`src/logic/elem_pkg.sv`:
```
// pulse element types
package elem_pkg;

	localparam int TAB_ADDR_W = 8;
	localparam int TAB_DEPTH = 256;
	localparam int SAMPLE_W = 16;  // one I or Q component
	localparam int ACC_W = 32;
	localparam int SHIFT_W = 5;

	// pipeline depths
	localparam int ROM_LAT = 1;
	localparam int MOD_LAT = 3;
	localparam int ADC_DELAY = 6;  // loopback compensation
	localparam int MIX_LAT = 3;  // last product input to result strobe
	localparam int DRAIN_LEN = ROM_LAT + MOD_LAT;
	localparam int DRAIN_W = $clog2(DRAIN_LEN + 1);

	typedef struct packed {
		logic signed [SAMPLE_W-1:0] i;
		logic signed [SAMPLE_W-1:0] q;
	} iq_t;

	typedef struct packed {
		logic [TAB_ADDR_W-1:0] env_start;
		logic [TAB_ADDR_W-1:0] env_len;
		logic signed [SAMPLE_W-1:0] amp;  // Q1.15
		logic [TAB_ADDR_W-1:0] car_start;
	} elem_cmd_t;

	typedef struct packed {
		logic en;
		logic sel;  // 0 envelope, 1 carrier
		logic [TAB_ADDR_W-1:0] addr;
		iq_t data;
	} tab_wr_t;

	typedef struct packed {
		logic signed [ACC_W-1:0] i;
		logic signed [ACC_W-1:0] q;
	} acc_t;

endpackage

```
`src/logic/elem_fsm.sv`:
```
`timescale 1ns/10ps
// pulse element controller
module elem_fsm
	import elem_pkg::*;
(
	input logic elem,
	input logic reset,
	input elem_cmd_t cmd,
	input logic cmd_stb,
	input logic last,
	output logic load,
	output logic run,
	output elem_cmd_t cmd_held,
	output logic busy
);

	typedef enum logic [1:0] {
		ST_IDLE,
		ST_PLAY,
		ST_DRAIN
	} state_t;

	state_t state;
	logic [DRAIN_W-1:0] drain_cnt;
	logic accept;

	assign accept = (state == ST_IDLE) && cmd_stb;  // strobes while busy are dropped

	always_ff @(posedge elem) begin
		if (reset) begin
			state <= ST_IDLE;
			load <= 1'b0;
			drain_cnt <= '0;
		end else begin
			load <= accept;
			case (state)
				ST_IDLE: begin
					if (accept)
						state <= ST_PLAY;
				end
				ST_PLAY: begin
					if (load && cmd_held.env_len == '0)
						state <= ST_IDLE;  // empty element, nothing to play
					else if (last) begin
						state <= ST_DRAIN;
						drain_cnt <= DRAIN_W'(DRAIN_LEN);
					end
				end
				ST_DRAIN: begin
					// wait for the rom and modulator pipeline to empty
					if (drain_cnt == DRAIN_W'(1))
						state <= ST_IDLE;
					else
						drain_cnt <= drain_cnt - 1'b1;
				end
				default: state <= ST_IDLE;
			endcase
		end
	end

	always_ff @(posedge elem) begin
		if (accept)
			cmd_held <= cmd;
	end

	assign run = (state == ST_PLAY) && !load;  // timer loads during the load cycle
	assign busy = (state != ST_IDLE);

	load_from_idle: assert property (@(posedge elem) disable iff (reset)
		load |-> state == ST_PLAY && $past(state) == ST_IDLE)
		else $error("timer load issued outside idle");

endmodule

```
`config.mk`:
```
export PLATFORM = sky130hd
export DESIGN_NAME = elem_fsm
export DESIGN_NICKNAME = d
export VERILOG_FILES = /design/src/logic/elem_pkg.sv /design/src/logic/elem_fsm.sv
export SDC_FILE = /design/constraint.sdc
export NUM_CORES = 1
export LEC_CHECK = 0
export ABC_AREA = 0
export BUFFER_PORTS_ARGS = -buffer_cell sky130_fd_sc_hd__buf_4
export CAP_MARGIN = 30
export CORE_ASPECT_RATIO = 2
export CORE_MARGIN = 1.5
export CORE_UTILIZATION = 46
export CTS_CLUSTER_SIZE = 24
export DETAILED_ROUTE_END_ITERATION = 10
export PLACE_DENSITY_LB_ADDON = 0.08
export SLEW_MARGIN = 40
export SYNTH_ARGS = -nofsm -noshare
export SYNTH_HDL_FRONTEND = slang
export SYNTH_SLANG_ARGS = --single-unit
```
`constraint.sdc`:
```
create_clock -name elem -period 8.8 [get_ports elem]
set_input_delay 0 -clock elem [delete_from_list [all_inputs] [get_ports elem]]
set_output_delay 0 -clock elem [all_outputs]
set_load 0.01 [all_outputs]
```
Word level (Yosys, flattened, before mapping). Index checks and enable logic that the tools add are counted.

Flip-flop bits (word level): 46. Output and inout port bits: 43.

Add/sub/neg operators: 1. Equal/unequal tests: 9. Mux-type cells: 9. Reductions and logical operators: 10.

Operator list (count): != test 2 bit (second input constant) (5); 2-to-1 mux 3 bit (3); zero test 8 bit (1); 2-to-1 mux 2 bit (4); case mux 2 bit (3 select lines) (1); case mux 3 bit (2 select lines) (1); AND reduction 4 bit (1); nonzero test 2 bit (2); equality test 3 x 1 -> 1 bit (second input constant) (1); logical AND 1 bit (3); != test 3 bit (second input constant) (1); AND reduction 3 bit (1); subtractor 3 x 1 -> 3 bit (second input constant) (1); equality test 2 x 1 -> 1 bit (second input constant) (1); equality test 2 bit (second input constant) (1); zero test 2 bit (1); zero test 1 bit (1).

Logic depth before layout (Yosys ltp). Gate-level depths: netlist of the first run.

Depth after elaboration: 4. Mapped depth: 6. Gate-level depth less buffers: 6.

Least setup slack after synthesis of the first run. OpenSTA, ideal clock, no wires.

Path kind: reg-to-reg. From: reg state[1]. To: reg cmd_held[0] (netlist bit) (enable). Library setup time: 0.439 ns. Arrival time: 2.370 ns. Required time: 8.361 ns. Setup slack: 5.991 ns. Cell stages (with the launch flop): 3. Clock period less this slack: 2.809 ns. Cells stage by stage: dfxtp_1 or2_2 nor2_1.

Longest elaborated chain between the ends: 2.

RTL lines: from (decl) (RTL line elem_fsm.sv:23) `state_t state;`; from (signal assigned) (RTL line elem_fsm.sv:31) `state <= ST_IDLE;`; from (signal assigned) (RTL line elem_fsm.sv:39) `state <= ST_PLAY;`; from (signal assigned) (RTL line elem_fsm.sv:43) `state <= ST_IDLE;`; zero test 2 bit (RTL line elem_fsm.sv:27) `assign accept = (state == ST_IDLE) && cmd_stb;`; logical AND 1 bit (RTL line elem_fsm.sv:27); via accept (RTL line elem_fsm.sv:25) `logic accept;`; to (signal assigned) (RTL line elem_fsm.sv:63) `cmd_held <= cmd;`; to (decl) (RTL line elem_fsm.sv:13) `output elem_cmd_t cmd_held,`.

The timed path passes the listed nets, and every way through them passes these cells. A chain may end at the register's enable or synchronous reset.

Worst setup path in the final report of the first run.
From: reg state[1]. To: reg cmd_held[38] (netlist bit) (enable).

The elaborated chain is that of the path after synthesis.

==> impl_metrics.yaml, run 1 <==
outcome:
  outcome: "completed"
sta:
  max_slew_margin: 0.576
  setup_tns_ns: 0
  worst_pin_slew_ns: 0.634
  timing_hold_violations_final: 0
  final-setup-viol-count: 0
  finClkSkew_ns: 0.00912
  fmax_mhz: 584
  period_share: 0.194
  final.min_clock_period_ns: 1.71
  maxSlewViolCount: 0
  rsz0062_at_grt: "no"
run:
  maxCapViolCount: 0
layout:
  fin_nets: 262
  antenna_cells: 0
  nFillCells: 159
  syn2layout_area_growth_pct: 78.6
  utilization: 0.859
  drive_above_1_share: 0.465
global_routing:
  grt_usage: 0.265
  grt_overflow: 0
  grt_pass1_vias: 1370
  grt_pass1_wl_um: 6840
  antenna_found_initial: 0
  grt_max_degree: 22
min_path:
  hp-class: "primary input to flop"
  min_to: "load"
  hold_start: "cmd_stb"
  hold_depth: 3
worst_setup_path:
  required_ns: 8.80
  r2r_setup_slack_ns: 7.09
  r2r_start: "state[1]"
  worstPathCellList: "or2_2 > nor2_4 > buf_16"
  crit_path_start_kind: "flop"
  cpMaxStageDelayCell: "nor2_4"
  crit_path_start: "state[1]"
  cpPeakStageDelay_ns: 0.50
  cp-end-kind: "flop"
  r2r_end: "cmd_held[38]"
  arrival_ns: 1.71
  reg2reg_depth: 3
  crit_type: "flop to flop"
  cp_max_fo: 21
placement:
  dp_hpwl_um: 2340
  io_buffers: 86
  place_congestion: 0.734
power:
  peakVddDrop_mv: 0.162
  p_sw_w: 0.000107
  p_per_area_mw_per_mm2: 170
  p_sw_frac: 0.229
  p_clk_frac: 0.256
  seqPwrFrac: 0.569
  p_int_w: 0.000360
  p_leak_nw: 1.17
  comb_power_share: 0.175
route:
  drc: 0
  via_per_inst: 5.03
  vias: 1247
  detail_route.wl_per_cell_um: 18.2
  wl_um: 4500
  first_iter_violations: 47
  firstDrtPassIters: 4
  ant_nets: 0
synth:
  syn_area_mm2: 0.00154
  ys_ff_latch: 46
  synth_nets: 128
  syn_inst: 82
  seq_area_frac_synth: 0.860
  yosysUniqueCellTypes: 21
  syn_avg_cell_area_um2: 18.7
  yosysWarningCount: 0
clock_tree:
  cts_hold_buf: 41
  clk_transition_reported_paths_ns: 0.08
  numCtsBuffers: 5
  insertion_delay_ns: 0.29
  cts.sink_count: 46
  cts_tree: "done"
  cts_root_buffer: "clkbuf_8"
  postCtsSetupBuffers: 0
  postCtsResizedCells: 0
  clockBufferDepth: 2
  cts_max_level: 2
floorplanning:
  coreArea_mm2: 0.00319
  chipHeight_um: 84.7
  die_x_um: 43.9
  rows: 29
  pin_count: 87
  start_util: 0.481
  dieArea_mm2: 0.00372
[power by group through the flow]
stage                     clock network, W  logic (W)  registers [W]
final                             0.000119  0.0000818       0.000265
after global routing              0.000130  0.0000868       0.000267
after CTS                         0.000121  0.0000798       0.000264
after detailed placement                 0  0.0000652       0.000269
after global placement                   0  0.0000603       0.000268
after floorplan                          0  0.0000134       0.000276
[per-stage QoR]
| step | total power [W] | worst slack, ns | hold WS [ns] | cells | area (µm²) |
|---|---|---|---|---|---|
| detailed placement | 0.000334 | 7.09 | 0.179 | 199 | 2250 |
| CTS | 0.000465 | 7.08 | 0.0279 | 248 | 2740 |
| global placement | 0.000328 | 6.99 | 0.178 | 198 | 2220 |
| floorplan | 0.000290 | 5.99 | 0.0989 | 82 | 1540 |
| global route | 0.000484 | 7.01 | 0.0457 | 248 | 2740 |
| finish | 0.000466 | 7.09 | 0.0348 | 248 | 2740 |
[layer usage]
layer / vias up / wire [µm] / track usage
li1: 570 / - / -
met2: 75 / 2690 / 0.488
met4: 0 / 87 / 0.105
met3: 9 / 335 / 0.0645
met1: 593 / 1380 / 0.267
met5: - / 0 / 0
[Yosys cell counts, drive strengths merged]
cell type / instances / area (µm²)
ha: 2 / 25.0
clkbuf: 1 / 3.75
nand2b: 1 / 6.26
a21o: 1 / 8.76
nor2: 10 / 37.5
nand3: 1 / 5.00
inv: 5 / 18.8
o21a: 1 / 7.51
a22o: 1 / 10.0
and4b: 1 / 10.0
a31o: 1 / 8.76
dfxtp: 6 / 120
a21oi: 3 / 18.8
a31oi: 1 / 6.26
nor3: 3 / 15.0
nor4b: 1 / 15.0
nor2b: 1 / 8.76
edfxtp: 40 / 1200
or2: 1 / 6.26
nand2: 1 / 3.75
[sequential cells by signal, summed over array words and instances (netlist names)]
name	count
state	2
cmd_held	40
drain_cnt	3
load	1
[layout make-up]
cell class | count | area, µm² | share of cell area
flip-flops and latches | 46 | 1320 | 0.482
clock inverters | 2 | 8.76 | 0.00319
well taps | 31 | 38.8 | 0.0141
inverters | 5 | 18.8 | 0.00684
multi-input cells | 30 | 200 | 0.0730
clock buffers | 6 | 72.6 | 0.0264
repair buffers | 128 | 1080 | 0.395
[worst max path at each step]
stage | endpoint | depth (start not counted) | slack (ns)
3_3_place_gp | cmd_held[37] | 2 | 6.99
6_report | cmd_held[38] | 3 | 7.09
5_1_grt | cmd_held[37] | 3 | 7.01
4_1_cts | cmd_held[13] | 3 | 7.08
2_1_floorplan | cmd_held[0] | 2 | 5.99
3_5_place_dp | cmd_held[7] | 3 | 7.09
[placed cells by master (no fill, tap or decap), drive strengths merged]
cell type / netlist / layout
nor3: 3 / 3
clkinv: 0 / 2
a31o: 1 / 1
clkbuf: 1 / 6
ha: 2 / 2
or2: 1 / 1
o21a: 1 / 1
dlygate4sd3: 0 / 41
and4b: 1 / 1
nor2b: 1 / 1
nand2b: 1 / 1
a31oi: 1 / 1
nand2: 1 / 1
buf: 0 / 87
a21oi: 3 / 3
a22o: 1 / 1
a21o: 1 / 1
nand3: 1 / 1
edfxtp: 40 / 40
nor4b: 1 / 1
inv: 5 / 5
nor2: 10 / 10
dfxtp: 6 / 6
[cells by family after synthesis]
family                   share of synthesized area
buffers and inverters                       0.0147
AND/OR/NAND/NOR                             0.0700
flip-flops                                   0.860
AO/OA/AOI/OAI                               0.0391
adder cells (fa/ha/maj)                     0.0163
[critical path, delay by kind of cell, from the launching register on]
family / cells / cell delay [ns]
flops: 1 / 0.33
buf+inv: 1 / 0.24
simple gates: 2 / 0.84
No activity file was read; power rests on OpenSTA's default activity.
==> run 2: changes to the inputs <==
--- a/config.mk
+++ b/config.mk
@@ -10,7 +10,7 @@
 export CAP_MARGIN = 30
 export CORE_ASPECT_RATIO = 2
 export CORE_MARGIN = 1.5
-export CORE_UTILIZATION = 46
+export CORE_UTILIZATION = 38
 export CTS_CLUSTER_SIZE = 24
 export DETAILED_ROUTE_END_ITERATION = 10
 export PLACE_DENSITY_LB_ADDON = 0.08
==> constraint.sdc (replaced) <==
create_clock -name elem -period 1.4 [get_ports elem]
set_input_delay 0 -clock elem [delete_from_list [all_inputs] [get_ports elem]]
set_output_delay 0 -clock elem [all_outputs]
set_load 0.01 [all_outputs]
==> run 2 against run 1 <==
  * Count of clock-buffer cells in the layout did not move
  * Clock skew decreased by 0.0017 ns
  * Setup slack got worse by 7.0 ns
  * Critical path type unchanged
  * Largest power group unchanged
==> impl_metrics.yaml, run 2 (same netlist as run 1, synthesis figures left out) <==
outcome:
  outcome: "completed"
clock_tree:
  clockBufferDepth: 2
  insertion_delay_ns: 0.29
  clk_transition_reported_paths_ns: 0.08
  postCtsResizedCells: 0
  cts.sink_count: 46
  numCtsBuffers: 5
  cts_tree: "done"
  cts_max_level: 2
  cts_root_buffer: "clkbuf_8"
route:
  drc: 0
  vias: 1185
  firstDrtPassIters: 4
  wl_um: 3700
  first_iter_violations: 14
  detail_route.wl_per_cell_um: 13.8
  ant_nets: 0
  via_per_inst: 4.41
sta:
  final-setup-viol-count: 0
  fmax_mhz: 769
  period_share: 0.929
  worst_pin_slew_ns: 0.218
  final.min_clock_period_ns: 1.30
  max_slew_margin: 0.855
  maxSlewViolCount: 0
  setup_tns_ns: 0
  finClkSkew_ns: 0.00744
  rsz0062_at_grt: "no"
  timing_hold_violations_final: 0
layout:
  syn2layout_area_growth_pct: 82.2
  nFillCells: 259
  fin_nets: 263
  largest_reg_flops: 40
  reg_top3: "cmd_held x40, drain_cnt x3, state x2"
  instances_no_fill: 269
  final_cell_mix: "buf_4, dlygate4sd3_1, edfxtp_1, nor2_1, dfxtp_1"
  max_flop_register: "cmd_held"
  mostFrequentLayoutCell: "buf_4"
  drive_above_1_share: 0.472
  antenna_cells: 0
placement:
  io_buffers: 86
  place_congestion: 0.690
  dpl.cell_count: 219
  dp_hpwl_um: 2390
global_routing:
  antenna_found_initial: 0
  grt_max_degree: 42
  grt_pass1_wl_um: 5510
  grt_overflow: 0
  grt_usage: 0.181
  grt_pass1_vias: 1263
floorplanning:
  pin_count: 87
  coreArea_mm2: 0.00388
  start_util: 0.396
  die_x_um: 48.0
  chipHeight_um: 92.9
  dieArea_mm2: 0.00446
  rows: 32
worst_setup_path:
  cpMaxStageDelayCell: "edfxtp_1"
  required_ns: 1.64
  crit_path_start_kind: "flop"
  r2r_end: "drain_cnt[0]"
  crit_path_start: "cmd_held[30]"
  r2r_start: "cmd_held[30]"
  cp_max_fo: 3
  worstPathCellList: "nor4b_2 > nand3_1 > a21oi_2 > a22o_2"
  arrival_ns: 1.54
  cp-endpoint: "drain_cnt[0]"
  cp-end-kind: "flop"
  r2r_setup_slack_ns: 0.1
  cpPeakStageDelay_ns: 0.41
  reg2reg_depth: 4
  crit_type: "flop to flop"
power:
  peakVddDrop_mv: 1.04
  p_leak_nw: 1.18
  p_per_area_mw_per_mm2: 1110
run:
  maxCapViolCount: 0
min_path:
  hp-class: "primary input to flop"
run 2: stage by stage:
stage / instance area, µm² / setup slack (ns) / total power [W] / hold slack (ns) / utilization
floorplan: 1550 / -0.218 / 0.00182 / 0.0989 / -
global placement: 2270 / 0.150 / 0.00208 / 0.179 / 0.585
detailed placement: 2270 / 0.0688 / 0.00210 / 0.179 / 0.585
CTS: 2790 / 0.0429 / 0.00313 / 0.0241 / 0.719
global route: 2800 / 0.00899 / 0.00322 / 0.0473 / 0.721
finish: 2800 / 0.0995 / 0.00310 / 0.0283 / 0.721
run 2: worst min-delay path by stage:
stage               startpoint            to  slack, ns  cells past startpoint
finish                 cmd_stb          load       0.03                      3
global route           cmd_stb          load       0.05                      3
CTS                    cmd_stb          load       0.02                      3
detailed placement     cmd[37]  cmd_held[37]       0.18                      1
global placement       cmd[39]  cmd_held[39]       0.18                      1
floorplan               cmd[0]   cmd_held[0]        0.1                      0
run 2: worst max-delay path: cells and delay by family, from the launching register on:
kind | cells | cell delay [ns]
DFF | 1 | 0.41
and+or+nand+nor | 2 | 0.47
AOI/OAI and AO/OA | 2 | 0.39
run 2: layout make-up:
type | count | area [µm²] | area share
clock buffer | 6 | 72.6 | 0.0259
clock inverter | 2 | 37.5 | 0.0134
tap | 51 | 63.8 | 0.0228
sequential | 46 | 1320 | 0.472
timing repair buffer | 129 | 1080 | 0.387
multi-input combinational | 30 | 203 | 0.0724
inverter | 5 | 18.8 | 0.00670
run 2: where the power goes:
| group | leakage (nW) | switching [W] | internal, W |
|---|---|---|---|
| clock network | 0.0514 | 0.000412 | 0.000532 |
| logic | 0.692 | 0.000204 | 0.000301 |
| registers | 0.432 | 0.0000393 | 0.00162 |
run 2: metal layers:
metal / GRT usage / vias up / wire [µm] / part of all wire
met1: 0.159 / 554 / 1140 / 0.31
met3: 0.0604 / 9 / 240 / 0.065
met4: 0.0901 / 0 / 99 / 0.027
li1: - / 571 / - / -
met2: 0.327 / 51 / 2230 / 0.60
met5: 0 / - / 0 / 0
run 2: what timing repair did:
item | CTS | global route
setup buffers | 0 | 1
hold buffers | 41 | 0
endpoints found under the hold margin | 43 | 0
setup endpoints to repair | 0 | 2
==> run 3: changes to the inputs <==
--- a/config.mk
+++ b/config.mk
@@ -10,7 +10,8 @@
 export CAP_MARGIN = 30
 export CORE_ASPECT_RATIO = 2
 export CORE_MARGIN = 1.5
-export CORE_UTILIZATION = 38
+export CORE_UTILIZATION = 40
+export CTS_BUF_LIST = sky130_fd_sc_hd__clkbuf_4
 export CTS_CLUSTER_SIZE = 24
 export DETAILED_ROUTE_END_ITERATION = 10
 export PLACE_DENSITY_LB_ADDON = 0.08
==> run 3 against run 2 <==
  * Combinational power up 4.8%
  * Power down 10%
  * Clock skew down 0.0015 ns
  * Non-clock buffer count increased by 3
  * Setup slack worse by 0.047 ns
  * Count of clock-buffer cells in the layout fell by 1
  * First-iteration DRC count increased by 57%
  * Critical endpoint is now load
  * Highest routed layer unchanged
==> impl_metrics.yaml, run 3 (same netlist as run 1, synthesis figures left out) <==
placement:
  place_congestion: 0.751
  dp_hpwl_um: 2540
  io_buffers: 86
  dpl.cell_count: 218
layout:
  fin_nets: 266
  mostFrequentLayoutCell: "buf_4"
  reg_top3: "cmd_held x40, drain_cnt x3, state x2"
  instances_no_fill: 270
  drive_above_1_share: 0.475
  largest_reg_flops: 40
  max_flop_register: "cmd_held"
  final_cell_mix: "buf_4, dlygate4sd3_1, edfxtp_1, nor2_1, dfxtp_1"
  antenna_cells: 0
  syn2layout_area_growth_pct: 81.4
floorplanning:
  coreArea_mm2: 0.00365
  die_x_um: 46.8
  dieArea_mm2: 0.00424
  rows: 31
  chipHeight_um: 90.7
  start_util: 0.421
  pin_count: 87
sta:
  rsz0062_at_grt: "yes"
  fmax_mhz: 742
  worst_pin_slew_ns: 0.247
  period_share: 0.962
  timing_hold_violations_final: 0
  max_slew_margin: 0.835
  maxSlewViolCount: 0
  final.min_clock_period_ns: 1.35
  final-setup-viol-count: 0
  finClkSkew_ns: 0.00594
route:
  drc: 0
  vias: 1208
  wl_um: 3950
  via_per_inst: 4.47
  firstDrtPassIters: 3
  first_iter_violations: 22
  ant_nets: 0
  detail_route.wl_per_cell_um: 14.6
power:
  comb_power_share: 0.190
  p_total_w: 0.00278
  p_per_area_mw_per_mm2: 998
  seqPwrFrac: 0.596
  p_int_w: 0.00212
  p_clk_frac: 0.214
  p_sw_frac: 0.238
  p_leak_nw: 1.17
  peakVddDrop_mv: 0.866
  p_sw_w: 0.000662
worst_setup_path:
  crit_type: "flop to flop"
  arrival_ns: 1.65
  cp-end-kind: "flop"
  reg2reg_depth: 3
  r2r_start: "state[1]"
  r2r_setup_slack_ns: 0.05
  cp_max_fo: 4
  crit_path_start_kind: "flop"
  r2r_end: "load"
  required_ns: 1.70
clock_tree:
  insertion_delay_ns: 0.35
  cts_max_level: 2
  clk_transition_reported_paths_ns: 0.13
  cts_tree: "done"
  numCtsBuffers: 5
  clockBufferDepth: 2
  cts.sink_count: 46
  cts_root_buffer: "clkbuf_4"
min_path:
  min_to: "cmd_held[31]"
  hold_start: "cmd_stb"
  hold_depth: 4
  hp-class: "primary input to flop"
run:
  maxCapViolCount: 0
global_routing:
  grt_pass1_wl_um: 5930
  grt_overflow: 0
  grt_max_degree: 22
  grt_pass1_vias: 1321
  grt_usage: 0.202
  antenna_found_initial: 0
outcome:
  outcome: "completed"
[run 3: cell count changes in the layout (fill, tap and decap cells not counted), sizes merged]
cell / before / now
dlygate4sd3: 41 / 43
clkbuf: 6 / 5
buf: 88 / 89
bufinv: 1 / 0
clkinv: 0 / 2
[run 3: cell type report]
cell class / count / area, µm²
Inverter: 5 / 18.8
Fill cell: 250 / 860
Tap cell: 49 / 61.3
Sequential cell: 46 / 1320
Clock inverter: 3 / 16.3
Multi-Input combinational cell: 30 / 208
Clock buffer: 5 / 37.5
Timing Repair Buffer: 132 / 1120
[run 3: metal layers]
layer  vias to the layer above  wire length (µm)  GRT usage
met5                         -                 0          0
met4                         0               106     0.0926
met3                        10               264     0.0620
met2                        48              2310      0.362
met1                       573              1270      0.189
li1                        577                 -          -
[run 3: worst max path at each step]
stage	startpoint	end	slack, ns
after global routing	cmd_held[31]	drain_cnt[0]	-0.03
final	state[1]	load	0.05
after floorplan	state[1]	cmd_held[0]	-0.22
after CTS	cmd_held[28]	drain_cnt[0]	0.03
after detailed placement	cmd_held[28]	drain_cnt[0]	0.07
after global placement	state[1]	cmd_held[34]	0.18
[run 3: what timing repair did]
item                       4_1_cts  5_1_grt
buffers inserted                 0        1
hold buffers                    43        0
setup endpoints to repair        0        4
hold endpoints to repair        44        0
resized for setup                0        1
[run 3: power groups by stage]
stage / logic [W] / registers (W) / clock network, W
3_3_place_gp: 0.000415 / 0.00168 / 0
3_5_place_dp: 0.000425 / 0.00169 / 0
6_report: 0.000529 / 0.00166 / 0.000595
5_1_grt: 0.000563 / 0.00167 / 0.000664
2_1_floorplan: 0.0000914 / 0.00173 / 0
4_1_cts: 0.000523 / 0.00166 / 0.000610
[run 3: per-stage QoR]
step | worst slack [ns] | instance area (µm²) | utilization | hold WS (ns) | TNS [ns]
after CTS | 0.0301 | 2770 | 0.761 | 0.232 | 0
final | 0.0528 | 2790 | 0.764 | 0.255 | 0
after floorplan | -0.218 | 1550 | - | 0.0989 | -8.84
after global routing | -0.0279 | 2790 | 0.764 | 0.236 | -0.0340
after detailed placement | 0.0691 | 2290 | 0.628 | 0.179 | 0
after global placement | 0.177 | 2290 | 0.628 | 0.178 | 0
[run 3: critical path: stages (launching register included)]
cell and delay, ns:
dfxtp_1 0.36, or2_4 0.28, nor3_2 0.10, dlygate4sd3_1 0.56
